$ cat src/hw/mshrPkg.sv
// MSHR types seen by the replay queue.
// Phase codes are ordered, so a plain less-than test finds an MSHR still waiting for data.
// The MSHR index is fixed at 2 bits, so at most four MSHRs can be addressed.

package mshrPkg;

    typedef logic [1:0] mshrIdT;

    // Low-order cache index bits of the miss address
    typedef logic [3:0] addrSubsetT;

    // Order matters: every phase before mshrPhaseWriteCache is still waiting for data
    typedef enum logic [2:0] {
        mshrPhaseIdle        = 3'd0,
        mshrPhaseMissRequest = 3'd1,
        mshrPhaseMissWait    = 3'd2,
        mshrPhaseWriteCache  = 3'd3,
        mshrPhaseReadCache   = 3'd4,
        mshrPhaseDone        = 3'd5
    } mshrPhaseT;

endpackage

$ cat src/hw/replayOpPkg.sv
// Op formats held by the replay queue.
// One 16-bit payload word is read either as an integer op or as a memory op.
// activeListPtr takes the top 6 bits in both views, so it can be read without checking the kind.

package replayOpPkg;

    import mshrPkg::*;

    typedef logic [5:0] activeListPtrT;

    typedef enum logic {
        opKindInt = 1'b0,
        opKindMem = 1'b1
    } opKindT;

    typedef struct packed {
        activeListPtrT activeListPtr;
        logic [3:0]    opcode;
        logic [5:0]    destReg;
    } intOpT;

    typedef struct packed {
        activeListPtrT activeListPtr;
        logic          isLoad;
        logic          hasAllocatedMshr;
        mshrIdT        mshrId;
        // Set when the load hit an MSHR that was already allocated
        logic          addrHit;
        addrSubsetT    addrSubset;
        logic          spare;
    } memOpT;

    typedef union packed {
        intOpT intOp;
        memOpT memOp;
    } opPayloadU;

    typedef struct packed {
        opKindT    kind;
        opPayloadU payload;
    } replayOpT;

endpackage

$ cat src/hw/replayControl.sv
// Push/pop control and output register of the replay queue.
// Stored intervals count idle cycles between pushes, so back-to-back records store 0.
// Intervals saturate at maxInterval. Longer gaps replay with maxInterval+1 cycles between them.

`timescale 1ns/1ps

module replayControl import replayOpPkg::*; #(
    parameter int entryNum      = 20,
    parameter int maxInterval   = 7,
    parameter int memLatency    = 3,
    localparam int intervalWidth = $clog2(maxInterval + 1),
    localparam int countWidth    = $clog2(entryNum + 1)
) (
    input  logic                     clk,
    input  logic                     reset,
    input  logic                     recordValid,
    input  logic [intervalWidth-1:0] headInterval,
    input  logic                     empty,
    input  logic                     full,
    input  logic [countWidth-1:0]    count,
    input  logic                     loadHold,
    input  replayOpT                 headOp,
    output logic                     push,
    output logic                     pop,
    output logic [intervalWidth-1:0] recordInterval,
    output logic                     regValid,
    output replayOpT                 regOp,
    output logic                     stallUpper
);

    // Cycles since the last push and since the last pop
    logic [intervalWidth-1:0] inInterval;
    logic [intervalWidth-1:0] outInterval;
    logic                     almostFull;

    assign push = recordValid && !full;

    // The head waits for its spacing and for a pending MSHR
    assign pop = !empty && (outInterval >= headInterval) && !loadHold;

    assign recordInterval = inInterval;

    always_ff @(posedge clk) begin
        if (reset) begin
            inInterval <= '0;
        end else if (push) begin
            inInterval <= '0;
        end else if (inInterval < intervalWidth'(maxInterval)) begin
            inInterval <= inInterval + 1'b1;
        end
    end

    // Keeps counting while the head is held, up to the saturation point
    always_ff @(posedge clk) begin
        if (reset) begin
            outInterval <= '0;
        end else if (pop) begin
            outInterval <= '0;
        end else if (outInterval < intervalWidth'(maxInterval)) begin
            outInterval <= outInterval + 1'b1;
        end
    end

    always_ff @(posedge clk) begin
        if (reset) begin
            regValid <= 1'b0;
        end else begin
            regValid <= pop;
        end
    end

    // Payload only matters when regValid is set
    always_ff @(posedge clk) begin
        regOp <= headOp;
    end

    // Leave room for the ops already in flight when the stall takes effect
    assign almostFull = count >= countWidth'(entryNum - memLatency);

    assign stallUpper = regValid || almostFull;

endmodule

$ cat src/hw/replayEntryStore.sv
// Circular entry store of the replay queue.
// The head is read combinationally. Writes take effect at the clock edge.
// Push while full or pop while empty is not guarded here.

`timescale 1ns/1ps

module replayEntryStore import replayOpPkg::*; #(
    parameter int entryNum      = 20,
    parameter int maxInterval   = 7,
    localparam int intervalWidth = $clog2(maxInterval + 1),
    localparam int countWidth    = $clog2(entryNum + 1)
) (
    input  logic                     clk,
    input  logic                     reset,
    input  logic                     push,
    input  logic                     pop,
    input  replayOpT                 writeOp,
    input  logic [intervalWidth-1:0] writeInterval,
    output replayOpT                 headOp,
    output logic [intervalWidth-1:0] headInterval,
    output logic                     empty,
    output logic                     full,
    output logic [countWidth-1:0]    count
);

    localparam int indexWidth = $clog2(entryNum);

    logic [indexWidth-1:0]    headPtr;
    logic [indexWidth-1:0]    tailPtr;
    replayOpT                 opMem       [entryNum];
    logic [intervalWidth-1:0] intervalMem [entryNum];

    always_ff @(posedge clk) begin
        if (push) begin
            opMem[tailPtr]       <= writeOp;
            intervalMem[tailPtr] <= writeInterval;
        end
    end

    assign headOp       = opMem[headPtr];
    assign headInterval = intervalMem[headPtr];

    // Pointers wrap at entryNum, which need not be a power of two
    always_ff @(posedge clk) begin
        if (reset) begin
            headPtr <= '0;
            tailPtr <= '0;
            count   <= '0;
        end else begin
            if (push) begin
                tailPtr <= (tailPtr == indexWidth'(entryNum - 1)) ? '0 : tailPtr + 1'b1;
            end
            if (pop) begin
                headPtr <= (headPtr == indexWidth'(entryNum - 1)) ? '0 : headPtr + 1'b1;
            end
            if (push && !pop) begin
                count <= count + 1'b1;
            end else if (pop && !push) begin
                count <= count - 1'b1;
            end
        end
    end

    assign empty = (count == '0);
    assign full  = (count == countWidth'(entryNum));

endmodule

$ cat src/hw/mshrWaitCheck.sv
// Decides whether the load at the queue head must wait for its MSHR.
// Only the head entry is checked. An integer op never waits.

`timescale 1ns/1ps

module mshrWaitCheck import replayOpPkg::*, mshrPkg::*; #(
    parameter int mshrNum = 4
) (
    input  logic                     clk,
    input  logic                     reset,
    input  replayOpT                 headOp,
    input  logic       [mshrNum-1:0] mshrValid,
    input  mshrPhaseT  [mshrNum-1:0] mshrPhase,
    input  addrSubsetT [mshrNum-1:0] mshrAddrSubset,
    output logic                     loadHold
);

    memOpT  headMem;
    mshrIdT headMshr;
    logic   headIsLoad;
    logic   dataPending;
    logic   ownerHold;
    logic   hitHold;
    logic   holdEnable;

    // Cleared by reset. The queue is still empty on the first cycle after release
    always_ff @(posedge clk) begin
        if (reset) begin
            holdEnable <= 1'b0;
        end else begin
            holdEnable <= 1'b1;
        end
    end

    always_comb begin
        headMem     = headOp.payload.memOp;
        headMshr    = headMem.mshrId;
        headIsLoad  = (headOp.kind == opKindMem) && headMem.isLoad;
        dataPending = mshrPhase[headMshr] < mshrPhaseWriteCache;

        // The load allocated this MSHR itself
        ownerHold = headMem.hasAllocatedMshr && dataPending;

        // The load hit an MSHR that still serves the same address
        hitHold = headMem.addrHit && mshrValid[headMshr]
                  && (mshrAddrSubset[headMshr] == headMem.addrSubset) && dataPending;
    end

    assign loadHold = holdEnable && headIsLoad && (ownerHold || hitHold);

endmodule

$ cat src/hw/flushFilter.sv
// Removes flushed ops from the replay output after a recovery.
// Only entries in the queue at recovery are suspect. Later records are never filtered.
// The flush range is [flushHeadPtr, flushTailPtr) on the 64-entry active list.

`timescale 1ns/1ps

module flushFilter import replayOpPkg::*; #(
    parameter int entryNum   = 20,
    parameter int mshrNum    = 4,
    localparam int countWidth = $clog2(entryNum + 1)
) (
    input  logic                  clk,
    input  logic                  reset,
    input  logic                  recovery,
    input  activeListPtrT         flushHeadPtr,
    input  activeListPtrT         flushTailPtr,
    input  logic [countWidth-1:0] count,
    input  logic                  regValid,
    input  replayOpT              regOp,
    output logic                  replayValid,
    output replayOpT              replayOp,
    output logic                  flushedOpExist,
    output logic [mshrNum-1:0]    mshrRelease
);

    logic [countWidth-1:0] suspectCount;
    activeListPtrT         rangeHead;
    activeListPtrT         rangeTail;
    activeListPtrT         opOffset;
    activeListPtrT         rangeLength;
    memOpT                 regMem;
    logic                  flushHit;

    always_ff @(posedge clk) begin
        if (reset) begin
            suspectCount <= '0;
        end else if (recovery) begin
            suspectCount <= count;
        end else if (suspectCount != '0 && regValid) begin
            suspectCount <= suspectCount - 1'b1;
        end
    end

    always_ff @(posedge clk) begin
        if (recovery) begin
            rangeHead <= flushHeadPtr;
            rangeTail <= flushTailPtr;
        end
    end

    always_comb begin
        regMem = regOp.payload.memOp;

        // Distances from the range head wrap modulo 64
        opOffset    = regOp.payload.intOp.activeListPtr - rangeHead;
        rangeLength = rangeTail - rangeHead;
        flushHit    = (suspectCount != '0) && (opOffset < rangeLength);

        mshrRelease = '0;
        if (regValid && flushHit && regOp.kind == opKindMem
            && regMem.isLoad && regMem.hasAllocatedMshr) begin
            mshrRelease[regMem.mshrId] = 1'b1;
        end
    end

    assign replayValid    = regValid && !flushHit;
    assign replayOp       = regOp;
    assign flushedOpExist = (suspectCount != '0);

endmodule

$ cat src/hw/replayQueueTop.sv
// Replay queue for the scheduler. Ops leave in record order and keep their recorded spacing.
// Producers must obey stallUpper. A record made while the queue is full is dropped.
// The replay appears one cycle after the pop. Flushed ops show replayValid low.

`timescale 1ns/1ps

module replayQueueTop import replayOpPkg::*, mshrPkg::*; #(
    parameter int entryNum    = 20,
    parameter int maxInterval = 7,
    parameter int memLatency  = 3,
    parameter int mshrNum     = 4
) (
    input  logic                     clk,
    input  logic                     reset,
    input  logic                     recordValid,
    input  replayOpT                 recordOp,
    input  logic       [mshrNum-1:0] mshrValid,
    input  mshrPhaseT  [mshrNum-1:0] mshrPhase,
    input  addrSubsetT [mshrNum-1:0] mshrAddrSubset,
    input  logic                     recovery,
    input  activeListPtrT            flushHeadPtr,
    input  activeListPtrT            flushTailPtr,
    output logic                     replayValid,
    output replayOpT                 replayOp,
    output logic                     stallUpper,
    output logic                     flushedOpExist,
    output logic       [mshrNum-1:0] mshrRelease
);

    localparam int intervalWidth = $clog2(maxInterval + 1);
    localparam int countWidth    = $clog2(entryNum + 1);

    logic                     push;
    logic                     pop;
    logic                     empty;
    logic                     full;
    logic                     loadHold;
    logic                     regValid;
    logic [countWidth-1:0]    count;
    logic [intervalWidth-1:0] recordInterval;
    logic [intervalWidth-1:0] headInterval;
    replayOpT                 headOp;
    replayOpT                 regOp;

    replayControl #(
        .entryNum    (entryNum),
        .maxInterval (maxInterval),
        .memLatency  (memLatency)
    ) u_control (
        .clk            (clk),
        .reset          (reset),
        .recordValid    (recordValid),
        .headInterval   (headInterval),
        .empty          (empty),
        .full           (full),
        .count          (count),
        .loadHold       (loadHold),
        .headOp         (headOp),
        .push           (push),
        .pop            (pop),
        .recordInterval (recordInterval),
        .regValid       (regValid),
        .regOp          (regOp),
        .stallUpper     (stallUpper)
    );

    replayEntryStore #(
        .entryNum    (entryNum),
        .maxInterval (maxInterval)
    ) u_store (
        .clk           (clk),
        .reset         (reset),
        .push          (push),
        .pop           (pop),
        .writeOp       (recordOp),
        .writeInterval (recordInterval),
        .headOp        (headOp),
        .headInterval  (headInterval),
        .empty         (empty),
        .full          (full),
        .count         (count)
    );

    mshrWaitCheck #(
        .mshrNum (mshrNum)
    ) u_waitCheck (
        .clk            (clk),
        .reset          (reset),
        .headOp         (headOp),
        .mshrValid      (mshrValid),
        .mshrPhase      (mshrPhase),
        .mshrAddrSubset (mshrAddrSubset),
        .loadHold       (loadHold)
    );

    flushFilter #(
        .entryNum (entryNum),
        .mshrNum  (mshrNum)
    ) u_flushFilter (
        .clk            (clk),
        .reset          (reset),
        .recovery       (recovery),
        .flushHeadPtr   (flushHeadPtr),
        .flushTailPtr   (flushTailPtr),
        .count          (count),
        .regValid       (regValid),
        .regOp          (regOp),
        .replayValid    (replayValid),
        .replayOp       (replayOp),
        .flushedOpExist (flushedOpExist),
        .mshrRelease    (mshrRelease)
    );

endmodule

$ cat config.mk
export PLATFORM = sky130hd
export DESIGN_NAME = replayQueueTop
export DESIGN_NICKNAME = d
export VERILOG_FILES = /design/src/hw/mshrPkg.sv /design/src/hw/replayOpPkg.sv /design/src/hw/replayControl.sv /design/src/hw/replayEntryStore.sv /design/src/hw/mshrWaitCheck.sv /design/src/hw/flushFilter.sv /design/src/hw/replayQueueTop.sv
export SDC_FILE = /design/constraint.sdc
export NUM_CORES = 1
export LEC_CHECK = 0
export ABC_CLOCK_PERIOD_IN_PS = 8400
export BUFFER_PORTS_ARGS = -buffer_cell sky130_fd_sc_hd__buf_4
export CAP_MARGIN = 20
export CORE_ASPECT_RATIO = 1.4
export CORE_MARGIN = 5
export CORE_UTILIZATION = 35
export DETAILED_ROUTE_END_ITERATION = 7
export GPL_ROUTABILITY_DRIVEN = 0
export GPL_TIMING_DRIVEN = 0
export MAX_ROUTING_LAYER = met4
export PLACE_DENSITY = 0.51
export SYNTH_ARGS = -nofsm -noshare
export SYNTH_HDL_FRONTEND = slang
export SYNTH_SLANG_ARGS = --single-unit
$ cat constraint.sdc
create_clock -name clk -period 8.4 [get_ports clk]
set_clock_uncertainty 0.1 [all_clocks]
set_input_delay 0.42 -clock clk [delete_from_list [all_inputs] [get_ports clk]]
set_output_delay 0.42 -clock clk [all_outputs]
set_load 0.02 [all_outputs]
; ---- After elaboration in Yosys (flattened, before gate mapping)
; Memory sizes are Yosys's and may differ from the RTL's. A register that Yosys moved wholly into a read port is not among the register bits.
; Index checks and enable logic that the tools add are counted.
[word_totals]
register_bits = 57
latch_bits = 0
ram_bits = 400
romBits = 0
output_inout_bits = 24
n_memories = 2
[classes]
add_sub_neg = 9
mul = 0
n_div = 0
n_lt_le_gt_ge = 9
eq_ne = 4
n_shift = 0
mux = 22
n_bitwise = 0
reduce_logical = 34
[mem_list]
columns = memory, words, word_bits, rd, rd_clocked_by_memory_dff, wr, line_no
row1 = u_store.opMem, 20, 17, 1, 1, 1, replayEntryStore.sv:30  ; replayOpT opMem [entryNum];
row2 = u_store.intervalMem, 20, 3, 1, 1, 1, replayEntryStore.sv:31  ; logic [intervalWidth-1:0] intervalMem [entryNum];
[op_table]
columns = cell, n
row1 = $mux 5, 10
row2 = $logic_and 1x1->1, 20
row3 = $add 5x1->5 const B, 3
row4 = $eq 5x5->1 const B, 3
row5 = $sub 6x6->6, 2
row6 = $sub 5x1->5 const B, 2
row7 = $bmux 4 s2, 1
row8 = $mux 4, 2
row9 = $add 3x1->3 const B, 2
row10 = $bmux 3 s2, 1
row11 = $logic_not 1->1, 6
row12 = $lt 2x3->1 const B, 2
row13 = $lt 3x3->1 const B, 2
row14 = $lt 6x6->1, 1
row15 = $ge 5x5->1 const B, 1
row16 = $logic_not 5->1, 1
row17 = $mux 1, 5
row18 = $reduce_bool 5->1, 1
row19 = $eq 4x4->1, 1
row20 = $reduce_bool 2->1, 2
row21 = $reduce_or 2->1, 2
row22 = $ge 3x3->1, 1
row23 = $lt 3x2->1 const B, 1
row24 = $mux 3, 1
row25 = other kinds (4), 5

; ---- Longest topological paths before layout
[logic_depth]
depth_word = 12
depth_mapped = 24
depth_no_buf = 19

; ---- Hierarchy
; A second synthesis with hierarchy kept.
[hier_totals]
cells_unflattened = 1152
area_unflattened_um2 = 18915.6
[by_module_without_submodules]
columns = mod, instances, cells_each, area_per_inst_um2, seq_area_each_um2
row1 = replayEntryStore, 1, 925, 16550.9, 12411.9
row2 = flushFilter, 1, 139, 1352.5, 460.4
row3 = replayControl, 1, 58, 720.7, 480.5
row4 = mshrWaitCheck, 1, 30, 291.5, 20.0

; ---- Least setup slack after synthesis
; Ideal clock, no wire load.
[synth_path]
path_type = reg-to-reg
start = register (tool-made name)
end = register u_store.count[4]
setup_time_ns = 0.071
arrival_time_ns = 5.071
required_ns = 8.229
slack_ns = 3.159
path_stages_with_launch = 24
n_path_buf = 5
synth_period_minus_slack_ns = 5.241
path_cell_list = dfxtp_1 > buf_6 > buf_6 > buf_4 > buf_2 > buf_2 > mux4_2 > mux4_2 > mux2_2 > ha_1 > nand2b_1 > a21o_1 > a21o_1 > o221ai_2 > a21oi_2 > inv_2 > ha_1 > inv_1 > fa_1 > a21o_1 > a21oi_1 > xnor2_1 > or3_1 > a21oi_1
[synth_rtl]
columns = element, line_no
row1 = end signal: assignment, replayEntryStore.sv:57  ; count <= count + 1'b1;
row2 = end signal: assignment, replayEntryStore.sv:59  ; count <= count - 1'b1;
row3 = end: declaration, replayEntryStore.sv:23  ; output logic [countWidth-1:0] count

==> summary.md <==
| Metric | Value |
|---|---|
| Die Span X | `206 um` |
| CP startpoint kind | `flop` |
| Slowest CP cell | `clkbuf_1` |
| Post-synth top cells | `edfxtp_1 (412), mux4_2 (101), nor2_1 (63), dfxtp_1 (50), ha_1 (31)` |
| Largest net degree at the start of global routing | `25` |
| DRC Markers | `0` |
| Fraction of layout cells with a size suffix above 1 | `29.2%` |
| I/O pins | `89` |
| Met2 usage | `27.0%` |
| Max FO, Critical Path | `10` |
| Peak supply drop | `0.136 mV` |
| Post-synth cell types | `68` |
| Largest family of logic cells by synthesized area | `multiplexers` |
| RSZ-0062 raised after global routing | `no` |
| Synth async-reset ratio | `0%` |
| Power Internal | `4420 uW` |
| Post-CTS Repair Setup Buffers | `0` |
| Crit-path leading delay family | `buffers and inverters` |
| Slew HR | `28.4%` |
| Setup TNS | `0 ns` |
| Std cell rows | `100` |
| Global routing usage on met3 | `2.35%` |
| Max Fclk | `163 MHz` |
| Dpl cell area | `20800 um^2` |
| Final number of setup-violating endpoints | `0` |
| Number of fillers in the final layout | `4743` |
| Post-synthesis adder-cell area fraction | `2.39%` |
| Cells after synthesis | `981` |
| Starting Density | `35.3%` |
| CORE AREA | `53200 um^2` |
| Most frequent cell on the critical path | `a21o_1` |
| WP data required | `8.79 ns` |
| Flop pwr share | `43.5%` |
| Cts bufs inserted | `46` |
| Die area | `58400 um^2` |
| Area leader, netlist | `edfxtp_1` |
| DR vias/cell | `5.08` |
| CTS tree | `yes` |
| Total wire length | `46000 um` |
| Routed Antenna Nets | `0` |
| DP Wirelength | `29300 um` |
| Total design power | `6080 uW` |
| Average wire per standard cell | `24.3 um` |
| I/O Buffers | `88` |
| CP Capture Type | `flop` |
| Remaining global-route overflow | `0` |
| Fin. Hold Viols | `0` |
| Sw Share | `27.3%` |
| Hold path startpoint | `recordOp[14]` |
| DR vias | `9625` |
| Post-synthesis mux area share | `15.5%` |
| # clock sinks | `462` |
| Design area | `22400 um^2` |
| Pleak | `0.00735 uW` |
| Seq. cell area | `13400 um^2` |
| Post-route clock period utilization | `73.1%` |
| Cell Chain, Critical Path | `buf_6, buf_4, buf_2, buf_2, clkbuf_1, clkbuf_1, mux4_2, mux2_2, ha_1, nand2b_1, a21o_1, a21o_1, o221ai_2, a21oi_2, inv_2, ha_1, inv_1, fa_1, a21o_1, a21oi_1, xnor2_1, or3_1, a21oi_1` |
| XOR/XNOR share of the synthesized area | `0.980%` |
| CTS max path bufs | `3` |
| Worst hold path class | `in -> reg` |
| Utilization after layout | `42.1%` |
| Number of global-route vias before repair | `9998` |
| Clock slew at reported path FFs | `0.06 ns` |
| CTS Root Cell | `clkbuf_16` |
| Gr busiest metal | `met2` |
| Die Ht | `284 um` |
| Synth warn | `0` |
| Pre-antenna DRT Iters | `4` |
| Initial DRC Count | `820` |
| Post-Syn Area | `18800 um^2` |
| Number of flops mapped to enable cells by yosys | `412` |
| CP Class | `reg -> reg` |
| Post-Syn Nets | `1080` |
| Combinational share of power | `23.7%` |
| Grt met1 use | `20.4%` |
| Compound-Gate Fraction of Synth Area | `4.04%` |
| Cell with the most instances after synthesis | `edfxtp_1` |
| Post-synthesis simple-gate area fraction | `4.03%` |
| Worst EP arrival | `6.53 ns` |
| Syn avg cell area | `19.1 um^2` |
| Status | `complete, no violations` |
| CTS resizes | `0` |
| Fin crit period | `6.14 ns` |
| FF+latch count, synth | `462` |
| R2R setup slack | `2.26 ns` |
| Area Growth Syn to Fin | `19.2%` |
| Clk_lat worst skew | `0.56 ns` |
| Seq/Total Area, Yosys | `71.3%` |
| Global-route wire length before repair | `67300 um` |
| Htree depth | `2` |
| Max-cap viol count | `0` |
| CP max stage delay | `0.72 ns` |
| Main area contributors after synthesis | `edfxtp_1 (66%), mux4_2 (12%), dfxtp_1 (5.3%), ha_1 (2.1%), mux2i_1 (1.5%)` |
| CP Buf/Inv Count | `8` |
| Share of the synthesized area in the top cell type | `65.9%` |
| Net Switching | `1660 uW` |
| PwrDens | `272 nW/um^2` |
| Top FF cell, synth | `edfxtp_1` |
| Total Routing Usage GR | `16.1%` |
| Fin nets | `1242` |
| Clock network power share | `32.8%` |
| Initial antenna violation count | `1` |
| Slew @ Worst Pin | `1.07 ns` |
| Max-slew violations | `0` |
| Multi-input gate area | `5210 um^2` |
## final timing paths
check / endpoint / cells past startpoint
worst max-delay path: u_store.count[4] / 23
worst min register to register: u_control.outInterval[0] / 1
worst max register to register: u_store.count[4] / 23
worst min-delay path: u_store.opMem[15][14] / 1
## power by group through the flow
stage | clock (uW) | sequential (uW) | combinational (uW)
final | 1990 | 2650 | 1440
after floorplan | 0 | 2710 | 1010
after detailed placement | 0 | 2700 | 1470
after global routing | 2140 | 2660 | 1570
after CTS | 2040 | 2650 | 1480
after global placement | 0 | 2700 | 1440
## sequential cells by signal (all words and copies together), names as in the netlist, 3 cells and up, named ones only
signal,flops
u_control.recordInterval,3
u_control.regOp,17
u_flushFilter.suspectCount,5
u_store.opMem,340
u_store.headPtr,5
u_store.count,5
u_control.outInterval,3
u_store.tailPtr,5
u_flushFilter.rangeTail,6
u_flushFilter.rangeHead,6
u_store.intervalMem,60
## repair_timing
item                       in CTS  in global routing
hold endpoints to repair       12                  0
setup endpoints to repair       0                  0
hold buffers                   12                  0
## cell families (layout without fill, tap and decap cells)
family | after synthesis | after routing
buf+inv | 62 | 260
other cells | 0 | 1
flops | 462 | 462
xor+xnor | 21 | 21
mux | 149 | 149
compound gates | 100 | 100
simple gates | 153 | 153
fa+ha+maj | 34 | 34
## layout make-up
type,count,share of cell area [%]
multi-input cells,457,23.3
repair buffers,114,4.96
inverters,23,0.386
diodes,1,0.0112
plain buffers,39,1.10
well taps,714,3.99
clock buffers,60,5.52
clock inverters,24,0.945
flip-flops and latches,462,59.8
## layout by cell type, fill, tap and decap left out, types with 10 or more instances in the layout
cell / count
a21o_1: 15
a21oi_1: 24
buf_2: 12
buf_4: 92
clkbuf_1: 23
clkbuf_16: 46
dfxtp_1: 50
dlygate4sd3_1: 12
edfxtp_1: 412
ha_1: 31
inv_1: 21
mux2_2: 10
mux2i_1: 28
mux4_2: 101
nand2_1: 29
nor2_1: 43
nor2_4: 20
o21ai_0: 10
xnor2_1: 11
xor2_1: 10
## metal layers
| layer | vias to the layer above | share of wire (%) | wire (um) |
|---|---|---|---|
| met5 | - | 0 | 0 |
| met4 | 0 | 2.9 | 1310 |
| met3 | 71 | 4.5 | 2090 |
| met2 | 226 | 51 | 23600 |
| met1 | 5010 | 41 | 19100 |
| li1 | 4318 | - | - |
## stage by stage
stage,instances,setup slack (ns),hold WS (ns)
3_5_place_dp,1797,2.18,0.392
5_1_grt,1893,1.84,0.0870
4_1_cts,1893,2.17,0.0641
2_1_floorplan,981,3.16,0.362
6_report,1894,2.26,0.0839
3_3_place_gp,1783,2.13,0.377
No activity file was read; power rests on OpenSTA's default activity.
